`src/hdl/axi_pkg.sv`:
```
package axi_pkg;

    // ============================================================
    // bus widths
    // ============================================================
    localparam int AXI_ADDR_WIDTH = 32;
    localparam int AXI_DATA_WIDTH = 32;
    localparam int AXI_ID_WIDTH   = 4;

    typedef logic [AXI_ID_WIDTH-1:0] axi_id_t;

    // ============================================================
    // response codes
    // ============================================================
    localparam logic [1:0] AXI_RESP_OKAY = 2'b00;   // only code this slave returns

endpackage

```
`src/hdl/soft_rst_pkg.sv`:
```
package soft_rst_pkg;

    // ============================================================
    // PE grid and units
    // ============================================================
    localparam int PE_COUNT     = 4;    // 2x2 grid, p = x + 2*y
    localparam int UNITS_PER_PE = 8;
    localparam int RST_COUNT    = PE_COUNT * UNITS_PER_PE;

    // address order inside one element
    typedef enum logic [2:0] {
        UNIT_DISPATCHER,
        UNIT_REGULAR_0,
        UNIT_REGULAR_1,
        UNIT_DSA_0,
        UNIT_DSA_1,
        UNIT_DSA_2,
        UNIT_NOU,
        UNIT_SRAM
    } unit_e;

    typedef logic [$clog2(RST_COUNT)-1:0] rst_idx_t;   // p*8 + unit

    // ============================================================
    // register map
    // ============================================================
    localparam int PE_STRIDE   = 64;
    localparam int UNIT_STRIDE = 4;
    localparam int REG_SPAN    = 256;

    // field positions in the byte address
    localparam int UNIT_LSB = $clog2(UNIT_STRIDE);
    localparam int GAP_LSB  = $clog2(UNIT_STRIDE * UNITS_PER_PE);   // hole above the units
    localparam int PE_LSB   = $clog2(PE_STRIDE);
    localparam int PE_BITS  = $clog2(PE_COUNT);

    // pulse
    localparam int RST_PULSE_CYCLES = 4;
    typedef logic [$clog2(RST_PULSE_CYCLES+1)-1:0] pulse_cnt_t;

    localparam logic [31:0] UNMAPPED_RDATA = 32'hbadca11;

endpackage

```
`src/hdl/reg_access_if.sv`:
```
interface reg_access_if;
    import axi_pkg::*;

    // write strobe, one cycle per accepted W beat
    logic                      wr_en;
    logic [AXI_ADDR_WIDTH-1:0] wr_addr;
    logic [AXI_DATA_WIDTH-1:0] wr_data;

    // read strobe, data comes back in the same cycle
    logic                      rd_en;
    logic [AXI_ADDR_WIDTH-1:0] rd_addr;
    logic [AXI_DATA_WIDTH-1:0] rd_data;

    modport wr_port (
        output wr_en, wr_addr, wr_data
    );

    modport rd_port (
        output rd_en, rd_addr,
        input  rd_data
    );

    modport bank (
        input  wr_en, wr_addr, wr_data,
        input  rd_en, rd_addr,
        output rd_data
    );

endinterface

```
`src/hdl/axi_wr_slave.sv`:
```
module axi_wr_slave (
    input  logic                               sys_clk,
    input  logic                               sys_rstn,

    input  axi_pkg::axi_id_t                   awid,
    input  logic [axi_pkg::AXI_ADDR_WIDTH-1:0] awaddr,
    input  logic                               awvalid,
    output logic                               awready,

    input  logic [axi_pkg::AXI_DATA_WIDTH-1:0] wdata,
    input  logic                               wvalid,
    output logic                               wready,

    output axi_pkg::axi_id_t                   bid,
    output logic [1:0]                         bresp,
    output logic                               bvalid,
    input  logic                               bready,

    reg_access_if.wr_port                      acc
);
    import axi_pkg::*;

    typedef enum logic [1:0] {
        WR_IDLE,
        WR_DATA,
        WR_RESP
    } wr_state_e;

    wr_state_e                 state;
    wr_state_e                 state_nxt;
    logic [AXI_ADDR_WIDTH-1:0] addr_q;

    // ============================================================
    // state machine
    // ============================================================
    always_ff @(posedge sys_clk or negedge sys_rstn) begin
        if (!sys_rstn) begin
            state <= WR_IDLE;
        end else begin
            state <= state_nxt;
        end
    end

    always_comb begin
        state_nxt = state;
        case (state)
            WR_IDLE: if (awvalid) state_nxt = WR_DATA;
            WR_DATA: if (wvalid)  state_nxt = WR_RESP;
            WR_RESP: if (bready)  state_nxt = WR_IDLE;
            default: state_nxt = WR_IDLE;
        endcase
    end

    // address and id held for the whole transaction
    always_ff @(posedge sys_clk) begin
        if (awvalid && awready) begin
            addr_q <= awaddr;
            bid    <= awid;
        end
    end

    assign awready = (state == WR_IDLE);
    assign wready  = (state == WR_DATA);
    assign bvalid  = (state == WR_RESP);
    assign bresp   = AXI_RESP_OKAY;

    // ============================================================
    // bank side
    // ============================================================
    assign acc.wr_en   = wready && wvalid;   // W handshake
    assign acc.wr_addr = addr_q;
    assign acc.wr_data = wdata;

    // response must wait for the master
    a_b_hold: assert property (@(posedge sys_clk) disable iff (!sys_rstn)
        bvalid && !bready |=> bvalid && $stable(bid));

endmodule

```
`src/hdl/axi_rd_slave.sv`:
```
module axi_rd_slave (
    input  logic                               sys_clk,
    input  logic                               sys_rstn,

    input  axi_pkg::axi_id_t                   arid,
    input  logic [axi_pkg::AXI_ADDR_WIDTH-1:0] araddr,
    input  logic                               arvalid,
    output logic                               arready,

    output axi_pkg::axi_id_t                   rid,
    output logic [axi_pkg::AXI_DATA_WIDTH-1:0] rdata,
    output logic [1:0]                         rresp,
    output logic                               rvalid,
    input  logic                               rready,

    reg_access_if.rd_port                      acc
);
    import axi_pkg::*;

    typedef enum logic {
        RD_IDLE,
        RD_RESP
    } rd_state_e;

    rd_state_e state;
    rd_state_e state_nxt;

    always_ff @(posedge sys_clk or negedge sys_rstn) begin
        if (!sys_rstn) begin
            state <= RD_IDLE;
        end else begin
            state <= state_nxt;
        end
    end

    always_comb begin
        state_nxt = state;
        case (state)
            RD_IDLE: if (arvalid) state_nxt = RD_RESP;
            RD_RESP: if (rready)  state_nxt = RD_IDLE;
            default: state_nxt = RD_IDLE;
        endcase
    end

    // bank is looked up during the AR handshake
    assign acc.rd_en   = arvalid && arready;
    assign acc.rd_addr = araddr;

    always_ff @(posedge sys_clk) begin
        if (acc.rd_en) begin
            rdata <= acc.rd_data;
            rid   <= arid;
        end
    end

    assign arready = (state == RD_IDLE);
    assign rvalid  = (state == RD_RESP);
    assign rresp   = AXI_RESP_OKAY;

    a_r_hold: assert property (@(posedge sys_clk) disable iff (!sys_rstn)
        rvalid && !rready |=> rvalid && $stable(rdata) && $stable(rid));

endmodule

```
`src/hdl/soft_rst_regs.sv`:
```
module soft_rst_regs (
    input  logic                                  sys_clk,
    input  logic                                  sys_rstn,
    reg_access_if.bank                            acc,
    output logic [soft_rst_pkg::RST_COUNT-1:0]    soft_rstn
);
    import axi_pkg::*;
    import soft_rst_pkg::*;

    pulse_cnt_t           pulse_cnt [RST_COUNT];
    logic [RST_COUNT-1:0] load;

    // ============================================================
    // address decode
    // ============================================================
    // word aligned, below the span, nothing in the hole above the units
    function automatic logic addr_hit(input logic [AXI_ADDR_WIDTH-1:0] addr);
        return (addr < REG_SPAN) &&
               (addr[UNIT_LSB-1:0] == '0) &&
               (addr[PE_LSB-1:GAP_LSB] == '0);
    endfunction

    function automatic rst_idx_t addr_idx(input logic [AXI_ADDR_WIDTH-1:0] addr);
        logic [PE_BITS-1:0] pe;
        unit_e              unit;
        pe   = addr[PE_LSB +: PE_BITS];
        unit = unit_e'(addr[UNIT_LSB +: $bits(unit_e)]);
        return {pe, unit};
    endfunction

    // only a 1 in bit 0 starts a pulse
    always_comb begin
        load = '0;
        if (acc.wr_en && addr_hit(acc.wr_addr) && acc.wr_data[0]) begin
            load[addr_idx(acc.wr_addr)] = 1'b1;
        end
    end

    // ============================================================
    // pulse counters
    // ============================================================
    always_ff @(posedge sys_clk or negedge sys_rstn) begin
        if (!sys_rstn) begin
            for (int i = 0; i < RST_COUNT; i++) begin
                pulse_cnt[i] <= '0;
            end
        end else begin
            for (int i = 0; i < RST_COUNT; i++) begin
                if (load[i]) begin
                    pulse_cnt[i] <= pulse_cnt_t'(RST_PULSE_CYCLES);   // restart on rewrite
                end else if (pulse_cnt[i] != '0) begin
                    pulse_cnt[i] <= pulse_cnt[i] - 1'b1;
                end
            end
        end
    end

    for (genvar g = 0; g < RST_COUNT; g++) begin : g_rst
        assign soft_rstn[g] = (pulse_cnt[g] == '0);

        a_cnt_max: assert property (@(posedge sys_clk) disable iff (!sys_rstn)
            pulse_cnt[g] <= RST_PULSE_CYCLES);
    end

    // ============================================================
    // read mux
    // ============================================================
    always_comb begin
        acc.rd_data = '0;   // quiet when no read is strobed
        if (acc.rd_en) begin
            if (addr_hit(acc.rd_addr)) begin
                acc.rd_data = AXI_DATA_WIDTH'(pulse_cnt[addr_idx(acc.rd_addr)] != '0);
            end else begin
                acc.rd_data = UNMAPPED_RDATA;
            end
        end
    end

endmodule

```
`src/hdl/soft_rst_top.sv`:
```
module soft_rst_top (
    input  logic                                   sys_clk,
    input  logic                                   sys_rstn,

    // write address / data / response
    input  axi_pkg::axi_id_t                       axi_awid,
    input  logic [axi_pkg::AXI_ADDR_WIDTH-1:0]     axi_awaddr,
    input  logic                                   axi_awvalid,
    output logic                                   axi_awready,
    input  logic [axi_pkg::AXI_DATA_WIDTH-1:0]     axi_wdata,
    input  logic [axi_pkg::AXI_DATA_WIDTH/8-1:0]   axi_wstrb,    // accepted, not used
    input  logic                                   axi_wvalid,
    output logic                                   axi_wready,
    output axi_pkg::axi_id_t                       axi_bid,
    output logic [1:0]                             axi_bresp,
    output logic                                   axi_bvalid,
    input  logic                                   axi_bready,

    // read address / data
    input  axi_pkg::axi_id_t                       axi_arid,
    input  logic [axi_pkg::AXI_ADDR_WIDTH-1:0]     axi_araddr,
    input  logic                                   axi_arvalid,
    output logic                                   axi_arready,
    output axi_pkg::axi_id_t                       axi_rid,
    output logic [axi_pkg::AXI_DATA_WIDTH-1:0]     axi_rdata,
    output logic [1:0]                             axi_rresp,
    output logic                                   axi_rvalid,
    input  logic                                   axi_rready,

    output logic [soft_rst_pkg::RST_COUNT-1:0]     soft_rstn
);

    reg_access_if acc ();

    axi_wr_slave u_wr (
        .sys_clk  (sys_clk),
        .sys_rstn (sys_rstn),
        .awid     (axi_awid),
        .awaddr   (axi_awaddr),
        .awvalid  (axi_awvalid),
        .awready  (axi_awready),
        .wdata    (axi_wdata),
        .wvalid   (axi_wvalid),
        .wready   (axi_wready),
        .bid      (axi_bid),
        .bresp    (axi_bresp),
        .bvalid   (axi_bvalid),
        .bready   (axi_bready),
        .acc      (acc.wr_port)
    );

    axi_rd_slave u_rd (
        .sys_clk  (sys_clk),
        .sys_rstn (sys_rstn),
        .arid     (axi_arid),
        .araddr   (axi_araddr),
        .arvalid  (axi_arvalid),
        .arready  (axi_arready),
        .rid      (axi_rid),
        .rdata    (axi_rdata),
        .rresp    (axi_rresp),
        .rvalid   (axi_rvalid),
        .rready   (axi_rready),
        .acc      (acc.rd_port)
    );

    // counters and decode
    soft_rst_regs u_regs (
        .sys_clk   (sys_clk),
        .sys_rstn  (sys_rstn),
        .acc       (acc.bank),
        .soft_rstn (soft_rstn)
    );

endmodule

```
`config.mk`:
```
export PLATFORM = sky130hd
export DESIGN_NAME = soft_rst_top
export DESIGN_NICKNAME = d
export VERILOG_FILES = /design/src/hdl/axi_pkg.sv /design/src/hdl/soft_rst_pkg.sv /design/src/hdl/reg_access_if.sv /design/src/hdl/axi_wr_slave.sv /design/src/hdl/axi_rd_slave.sv /design/src/hdl/soft_rst_regs.sv /design/src/hdl/soft_rst_top.sv
export SDC_FILE = /design/constraint.sdc
export NUM_CORES = 1
export LEC_CHECK = 0
export BUFFER_PORTS_ARGS = -buffer_cell sky130_fd_sc_hd__buf_4
export CORE_MARGIN = 8
export CORE_UTILIZATION = 40
export DETAILED_ROUTE_END_ITERATION = 10
export PLACE_DENSITY = 0.73
export SYNTH_ARGS = -nofsm -noshare
export SYNTH_HDL_FRONTEND = slang
export SYNTH_SLANG_ARGS = --single-unit
```
`constraint.sdc`:
```
create_clock -name sys_clk -period 2.35 [get_ports sys_clk]
set_input_delay 0.1175 -clock sys_clk [delete_from_list [all_inputs] [get_ports sys_clk]]
set_output_delay 0.1175 -clock sys_clk [all_outputs]
set_load 0.03 [all_outputs]
```
# Word level (Yosys, flattened, before mapping)
# Cells that the tools add are included.
[op_classes]
n_reduce_logical = 111
n_div = 0
muxes = 78
magnitude_cmp = 5
n_shift = 0
eq_ne = 5
mul = 0
n_addsub = 32
bitwise_logic = 4
[ops]
columns = ["op", "n"]
rows = [
  ["$mux W3", 66],
  ["$reduce_bool A3 Y1", 33],
  ["$logic_not A3 Y1", 32],
  ["$sub A3 B1 Y3 const B", 32],
  ["$lt A32 B9 Y1 const B", 2],
  ["$reduce_bool A2 Y1", 32],
  ["$mux W32", 1],
  ["$mux W28", 1],
  ["$bmux W3 S5", 1],
  ["$logic_and A1 B1 Y1", 10],
  ["$ge A6 B6 Y1 const B", 1],
  ["$logic_not A2 Y1", 3],
  ["$lt A5 B6 Y1 const B", 1],
  ["$mux W2", 3],
  ["$not A5 Y6", 1],
  ["$pmux W2 S3", 1],
  ["$demux W1 S5", 1],
  ["$ge A5 B1 Y1 const B", 1],
  ["$ne A2 B2 Y1 const B", 2],
  ["$mux W1", 3],
  ["$not A1 Y1", 3],
  ["$reduce_and A3 Y1", 1],
  ["$eq A2 B1 Y1 const B", 1],
  ["$eq A2 B2 Y1 const B", 1],
  ["2 further kinds", 2],
]
[totals]
inputBits = 115
ram_bits = 0
reg_bits = 171
romBits = 0
n_memories = 0
output_inout_bits = 81
wordCells = 274
latch_bits = 0

# Logic depth before layout (Yosys ltp)
[depth]
depth_word = 7
depth_mapped = 8
mapped_depth_nobuf = 6

# Hierarchy
# From an unflattened synthesis, not the netlist that was laid out.
[hier_totals]
hier_cells = 838
area_unflattened_um2 = 9186.3
[by_module_without_submodules]
columns = ["module", "cells_each", "seq_area_each_um2", "area_each_um2", "instances"]
rows = [
  ["soft_rst_regs", 680, 2402.3, 6347.3, 1],
  ["axi_wr_slave", 83, 1131.1, 1453.9, 1],
  ["axi_rd_slave", 75, 1106.1, 1385.1, 1],
]

# Worst setup path before layout
# OpenSTA, ideal clock, no wires.
[synth_path]
kind = "register to register"
startpoint = "reg u_wr.state[0]"
endpoint = "reg u_wr.addr_q[0], in the netlist u_wr.acc.wr_addr[0] (enable)"
stages_incl_launch_ff = 3
n_path_buf = 0
period_less_slack_ns = 2.216
arrival_time_ns = 1.818
setup_slack_ns = 0.134
t_required_ns = 1.953
setup_time_ns = 0.397
cell_sequence = "dfrtp_1 > nor2_1 > and2_1"
[synth_between]
elab_chain_len = 2
[synth_rtl]
columns = ["item", "line", "text"]
rows = [
  ["start, declared", "axi_wr_slave.sv:29", "wr_state_e state;"],
  ["start signal, assigned", "axi_wr_slave.sv:40", "state <= state_nxt;"],
  ["$logic_not A2 Y1", "axi_wr_slave.sv:62", "assign awready = (state == WR_IDLE);"],
  ["via axi_awready", "soft_rst_top.sv:9", "output logic axi_awready,"],
  ["$logic_and A1 B1 Y1", "axi_wr_slave.sv:56", "if (awvalid && awready) begin"],
  ["end signal, assigned", "axi_wr_slave.sv:57", "addr_q <= awaddr;"],
  ["end, declared", "axi_wr_slave.sv:31", "logic [AXI_ADDR_WIDTH-1:0] addr_q;"],
]
# The timed path passes the listed nets, and every way through them passes these cells.
# A chain may end at the register's enable or synchronous reset.

# Worst setup path in the final report
[layout_path]
startpoint = "reg u_wr.addr_q[9], in the netlist u_wr.acc.wr_addr[9]"
endpoint = "reg u_regs.pulse_cnt[31] in the netlist's numbering"
[layout_between]
elab_chain_len = 7
elab_cells_between_ends = 8
classes_between = "1 x order compare; 2 x mux; 5 x reduce/logical"
[layout_rtl]
columns = ["item", "line", "text"]
rows = [
  ["$lt A32 B9 Y1 *", "soft_rst_regs.sv:18", "return (addr < REG_SPAN) &&"],
  ["$logic_and A1 B1 Y1 *", "soft_rst_regs.sv:18", ""],
  ["$logic_and A1 B1 Y1 *", "soft_rst_regs.sv:19", "(addr[UNIT_LSB-1:0] == '0) &&"],
  ["$logic_and A1 B1 Y1 * (2 in a row)", "soft_rst_regs.sv:34", "if (acc.wr_en && addr_hit(acc.wr_addr) && acc.wr_data[0]) begin"],
  ["$mux W32 *", "soft_rst_regs.sv:34", ""],
  ["$mux W3 / $reduce_bool A2 Y1 (equally long branches)", "n/a", ""],
  ["end signal, assigned by index", "soft_rst_regs.sv:50", "pulse_cnt[i] <= pulse_cnt_t'(RST_PULSE_CYCLES);"],
  ["end signal, assigned by index", "soft_rst_regs.sv:52", "pulse_cnt[i] <= pulse_cnt[i] - 1'b1;"],
  ["end, declared", "soft_rst_regs.sv:10", "pulse_cnt_t pulse_cnt [RST_COUNT];"],
]
# Every way passes the cells marked *; elsewhere a longest branch is shown, timed or not.

==> flow_metrics.py <==
metrics = {
    "floorplanning": {
        "initial_core_util_pct": 40.92,
        "dieArea_sq_mm": 0.02389,
        "die_h_um": 154.6,
        "die_width_um": 154.6,
        "core_sq_mm": 0.01877,
        "num_rows": 50,
        "boundaryPins": 196,
    },
    "grt": {
        "grt_max_degree": 78,
        "grt_pass1_vias": 5818,
        "track_usage_pct": 15.01,
        "grt_pass1_wl_um": 28790,
        "overflow": 0,
        "antenna_found_initial": 1,
    },
    "logic_synthesis": {
        "ys_ff_latch": 141,
        "synth_warnings": 0,
        "synthCells": 723,
        "synth_edf_count": 42,
        "syn_area_sq_mm": 0.007680,
        "synth_cell_type_count": 40,
        "synthArstFlopShare_pct": 70.21,
        "avgSynthCellArea_sq_um": 10.62,
        "seq_area_frac_synth_pct": 48.68,
        "synth_ff_type": "dfrtp_1",
        "synth_area_leaders": "dfrtp_1 32%, edfxtp_1 16%, ha_1 10%",
        "synth_top_area_share_pct": 32.26,
        "yosysTopAreaCell": "dfrtp_1",
    },
    "sta": {
        "slew_violations": 0,
        "final.setup.tns_ns": 0,
        "hold_violations": 0,
        "tightest_slew_ns": 0.5512,
        "slew_headroom_pct": 62.86,
        "rsz0062_at_grt": "false",
        "setup_viol": 0,
        "clock_skew_ns": 0.01162,
        "fmax_ghz": 0.4787,
        "min_period_ns": 2.089,
        "fin_crit_sh_pct": 88.90,
    },
    "clock_network": {
        "cts_sinks": 141,
        "clk_pin_slew_ns": 0.07,
        "cts-buffers-inserted": 17,
        "htreeDepth": 4,
        "ctsLongestPathBuffers": 2,
        "hold_buffers": 44,
        "root_buffer": "clkbuf_16",
        "cts_resized": 0,
        "clk_latency_ns": 0.43,
        "tritoncts": "done",
        "post_cts_buffers": 0,
    },
    "cells_and_area": {
        "drive_gt1_share_pct": 20.31,
        "area_delta_synth_final_pct": 28.41,
        "fillers": 1647,
        "fin_cells": 1146,
        "mostFrequentLayoutCells": "142 x buf_4, 99 x dfrtp_1, 81 x inv_1",
        "multiInputGateArea_sq_mm": 0.003328,
        "final_common_cell": "buf_4",
        "seqCellArea_sq_mm": 0.003739,
        "nets": 1077,
    },
    "drt": {
        "via_per_inst": 5.055,
        "drt_iter0_drc": 344,
        "drc": 0,
        "first_pass_iters": 5,
        "drt_wl_total_um": 17670,
        "final_antenna_net_count": 0,
        "wl_per_cell_um": 15.42,
        "via_count": 5793,
    },
    "place": {
        "portBuffers": 138,
        "gp_congestion": 0.8285,
        "dp_cells": 1069,
        "dp_hpwl_um": 12050,
    },
    "setup_path": {
        "worstSetupEndpointType": "register",
        "path_max_fanout": 24,
        "r2r-end": "u_regs.pulse_cnt[31]",
        "required_ns": 2.63,
        "r2r_slack_ns": 0.26,
        "r2r_cells": 7,
        "worstPathArrival_ns": 2.37,
        "cp-start-kind": "register",
        "crit_type": "reg -> reg",
        "r2r-start": "u_wr.acc.wr_addr[9]",
    },
    "pwr": {
        "powerDensity_mw_per_mm2": 629.4,
        "clkPwrFrac_pct": 41.8,
        "power.net_switching_mw": 1.762,
        "swShare_pct": 28.39,
        "p_int_mw": 4.445,
        "p_leak_nw": 4.360,
        "seq_power_share_pct": 45.3,
        "irDropWorstVdd_v": 0.0005352,
        "p_comb_share_pct": 12.9,
    },
    "min_path": {
        "min_path_cells": 3,
        "hp-class": "in -> reg",
        "hp-start": "axi_bready",
        "holdPathEnd": "u_wr.state[1]",
    },
    "run_status": {
        "outcome": "finished clean",
    },
    "run": {
        "maxCapViolCount": 0,
    },
}
[worst max path at each step]
stage	startpoint	end	slack [ns]	cells past startpoint
after global placement	u_wr.acc.wr_addr[9]	u_regs.pulse_cnt[31]	0.28	7
after floorplan	u_wr.state[0]	u_wr.acc.wr_addr[0]	0.13	2
after detailed placement	u_wr.acc.wr_addr[9]	u_regs.pulse_cnt[49]	0.25	7
final	u_wr.acc.wr_addr[9]	u_regs.pulse_cnt[31]	0.26	7
after global routing	u_regs.pulse_cnt[93]	u_rd.rdata[0]	0.06	6
after CTS	u_wr.acc.wr_addr[9]	u_regs.pulse_cnt[49]	0.24	7
[routing by layer]
layer  track usage, %  share of wire (%)  vias up
li1                 -                  -     2841
met1            17.18                 42     2779
met2            25.84                 49      153
met3            4.792                7.8       20
met4            5.506                1.6        0
met5                0                  0        -
[layout make-up]
type | count | share of cell area, %
flip-flops and latches | 141 | 37.91
multi-input cells | 465 | 33.75
repair buffers | 192 | 16.49
clock buffers | 17 | 4.314
inverters | 81 | 3.083
well taps | 234 | 2.969
clock inverters | 15 | 1.459
diodes | 1 | 0.02537
[logic make-up after synthesis]
| kind of cell | Yosys count | synth area share (%) |
|---|---|---|
| adders and majority gates | 64 | 10.43 |
| buffers and inverters | 138 | 9.009 |
| and+or+nand+nor | 209 | 15.90 |
| other | 1 | 0.04883 |
| xor gates and xnor gates | 32 | 3.649 |
| DFF | 141 | 48.68 |
| AOI/OAI and AO/OA | 138 | 12.28 |
[state kept, by name (all words and copies together), names as in the netlist]
| name | count |
|---|---|
| u_rd.rid | 4 |
| u_rd.rvalid | 1 |
| u_wr.bid | 4 |
| u_rd.rdata | 2 |
| u_wr.state | 2 |
| u_regs.pulse_cnt | 96 |
| u_wr.acc.wr_addr | 32 |
[synth_stat cells (8+ instances only)]
library cell,n
nor2b_1,62
a221oi_1,16
nor3_1,17
inv_1,81
nand2b_1,10
edfxtp_1,42
nor4b_1,8
a221o_1,32
nor2_1,64
buf_4,40
dfrtp_1,99
xnor2_1,32
a21oi_1,74
nor4_1,28
clkbuf_1,13
ha_1,64
[power groups by stage]
stage          logic (mW)  registers (mW)  clock network (mW)
5_1_grt             0.859            2.83                2.75
3_3_place_gp        0.732            2.85                   0
4_1_cts             0.805            2.81                2.65
6_report            0.800            2.81                2.59
3_5_place_dp        0.738            2.86                   0
2_1_floorplan       0.379            2.89                   0
[critical path, cell delays in order (launching register included)]
cell and delay [ns]:
edfxtp_1 0.36, or4_4 0.55, nor4_4 0.20, nand4_4 0.17, nor2_1 0.15, and3b_1 0.22, buf_12 0.18, a221oi_1 0.09
[through the flow]
| step | worst slack, ns | power (mW) | hold slack, ns | cell area, sq um | util [%] |
|---|---|---|---|---|---|
| 3_3_place_gp | 0.2798 | 3.583 | 0.04077 | 8850 | 47.15 |
| 5_1_grt | 0.05750 | 6.443 | 0.007974 | 9862 | 52.55 |
| 2_1_floorplan | 0.1344 | 3.268 | -0.1781 | 7759 | - |
| 3_5_place_dp | 0.2537 | 3.598 | 0.03909 | 8850 | 47.15 |
| 6_report | 0.2610 | 6.207 | 0.01870 | 9862 | 52.55 |
| 4_1_cts | 0.2363 | 6.268 | 0.001623 | 9859 | 52.53 |
No activity file was read; power rests on OpenSTA's default activity.
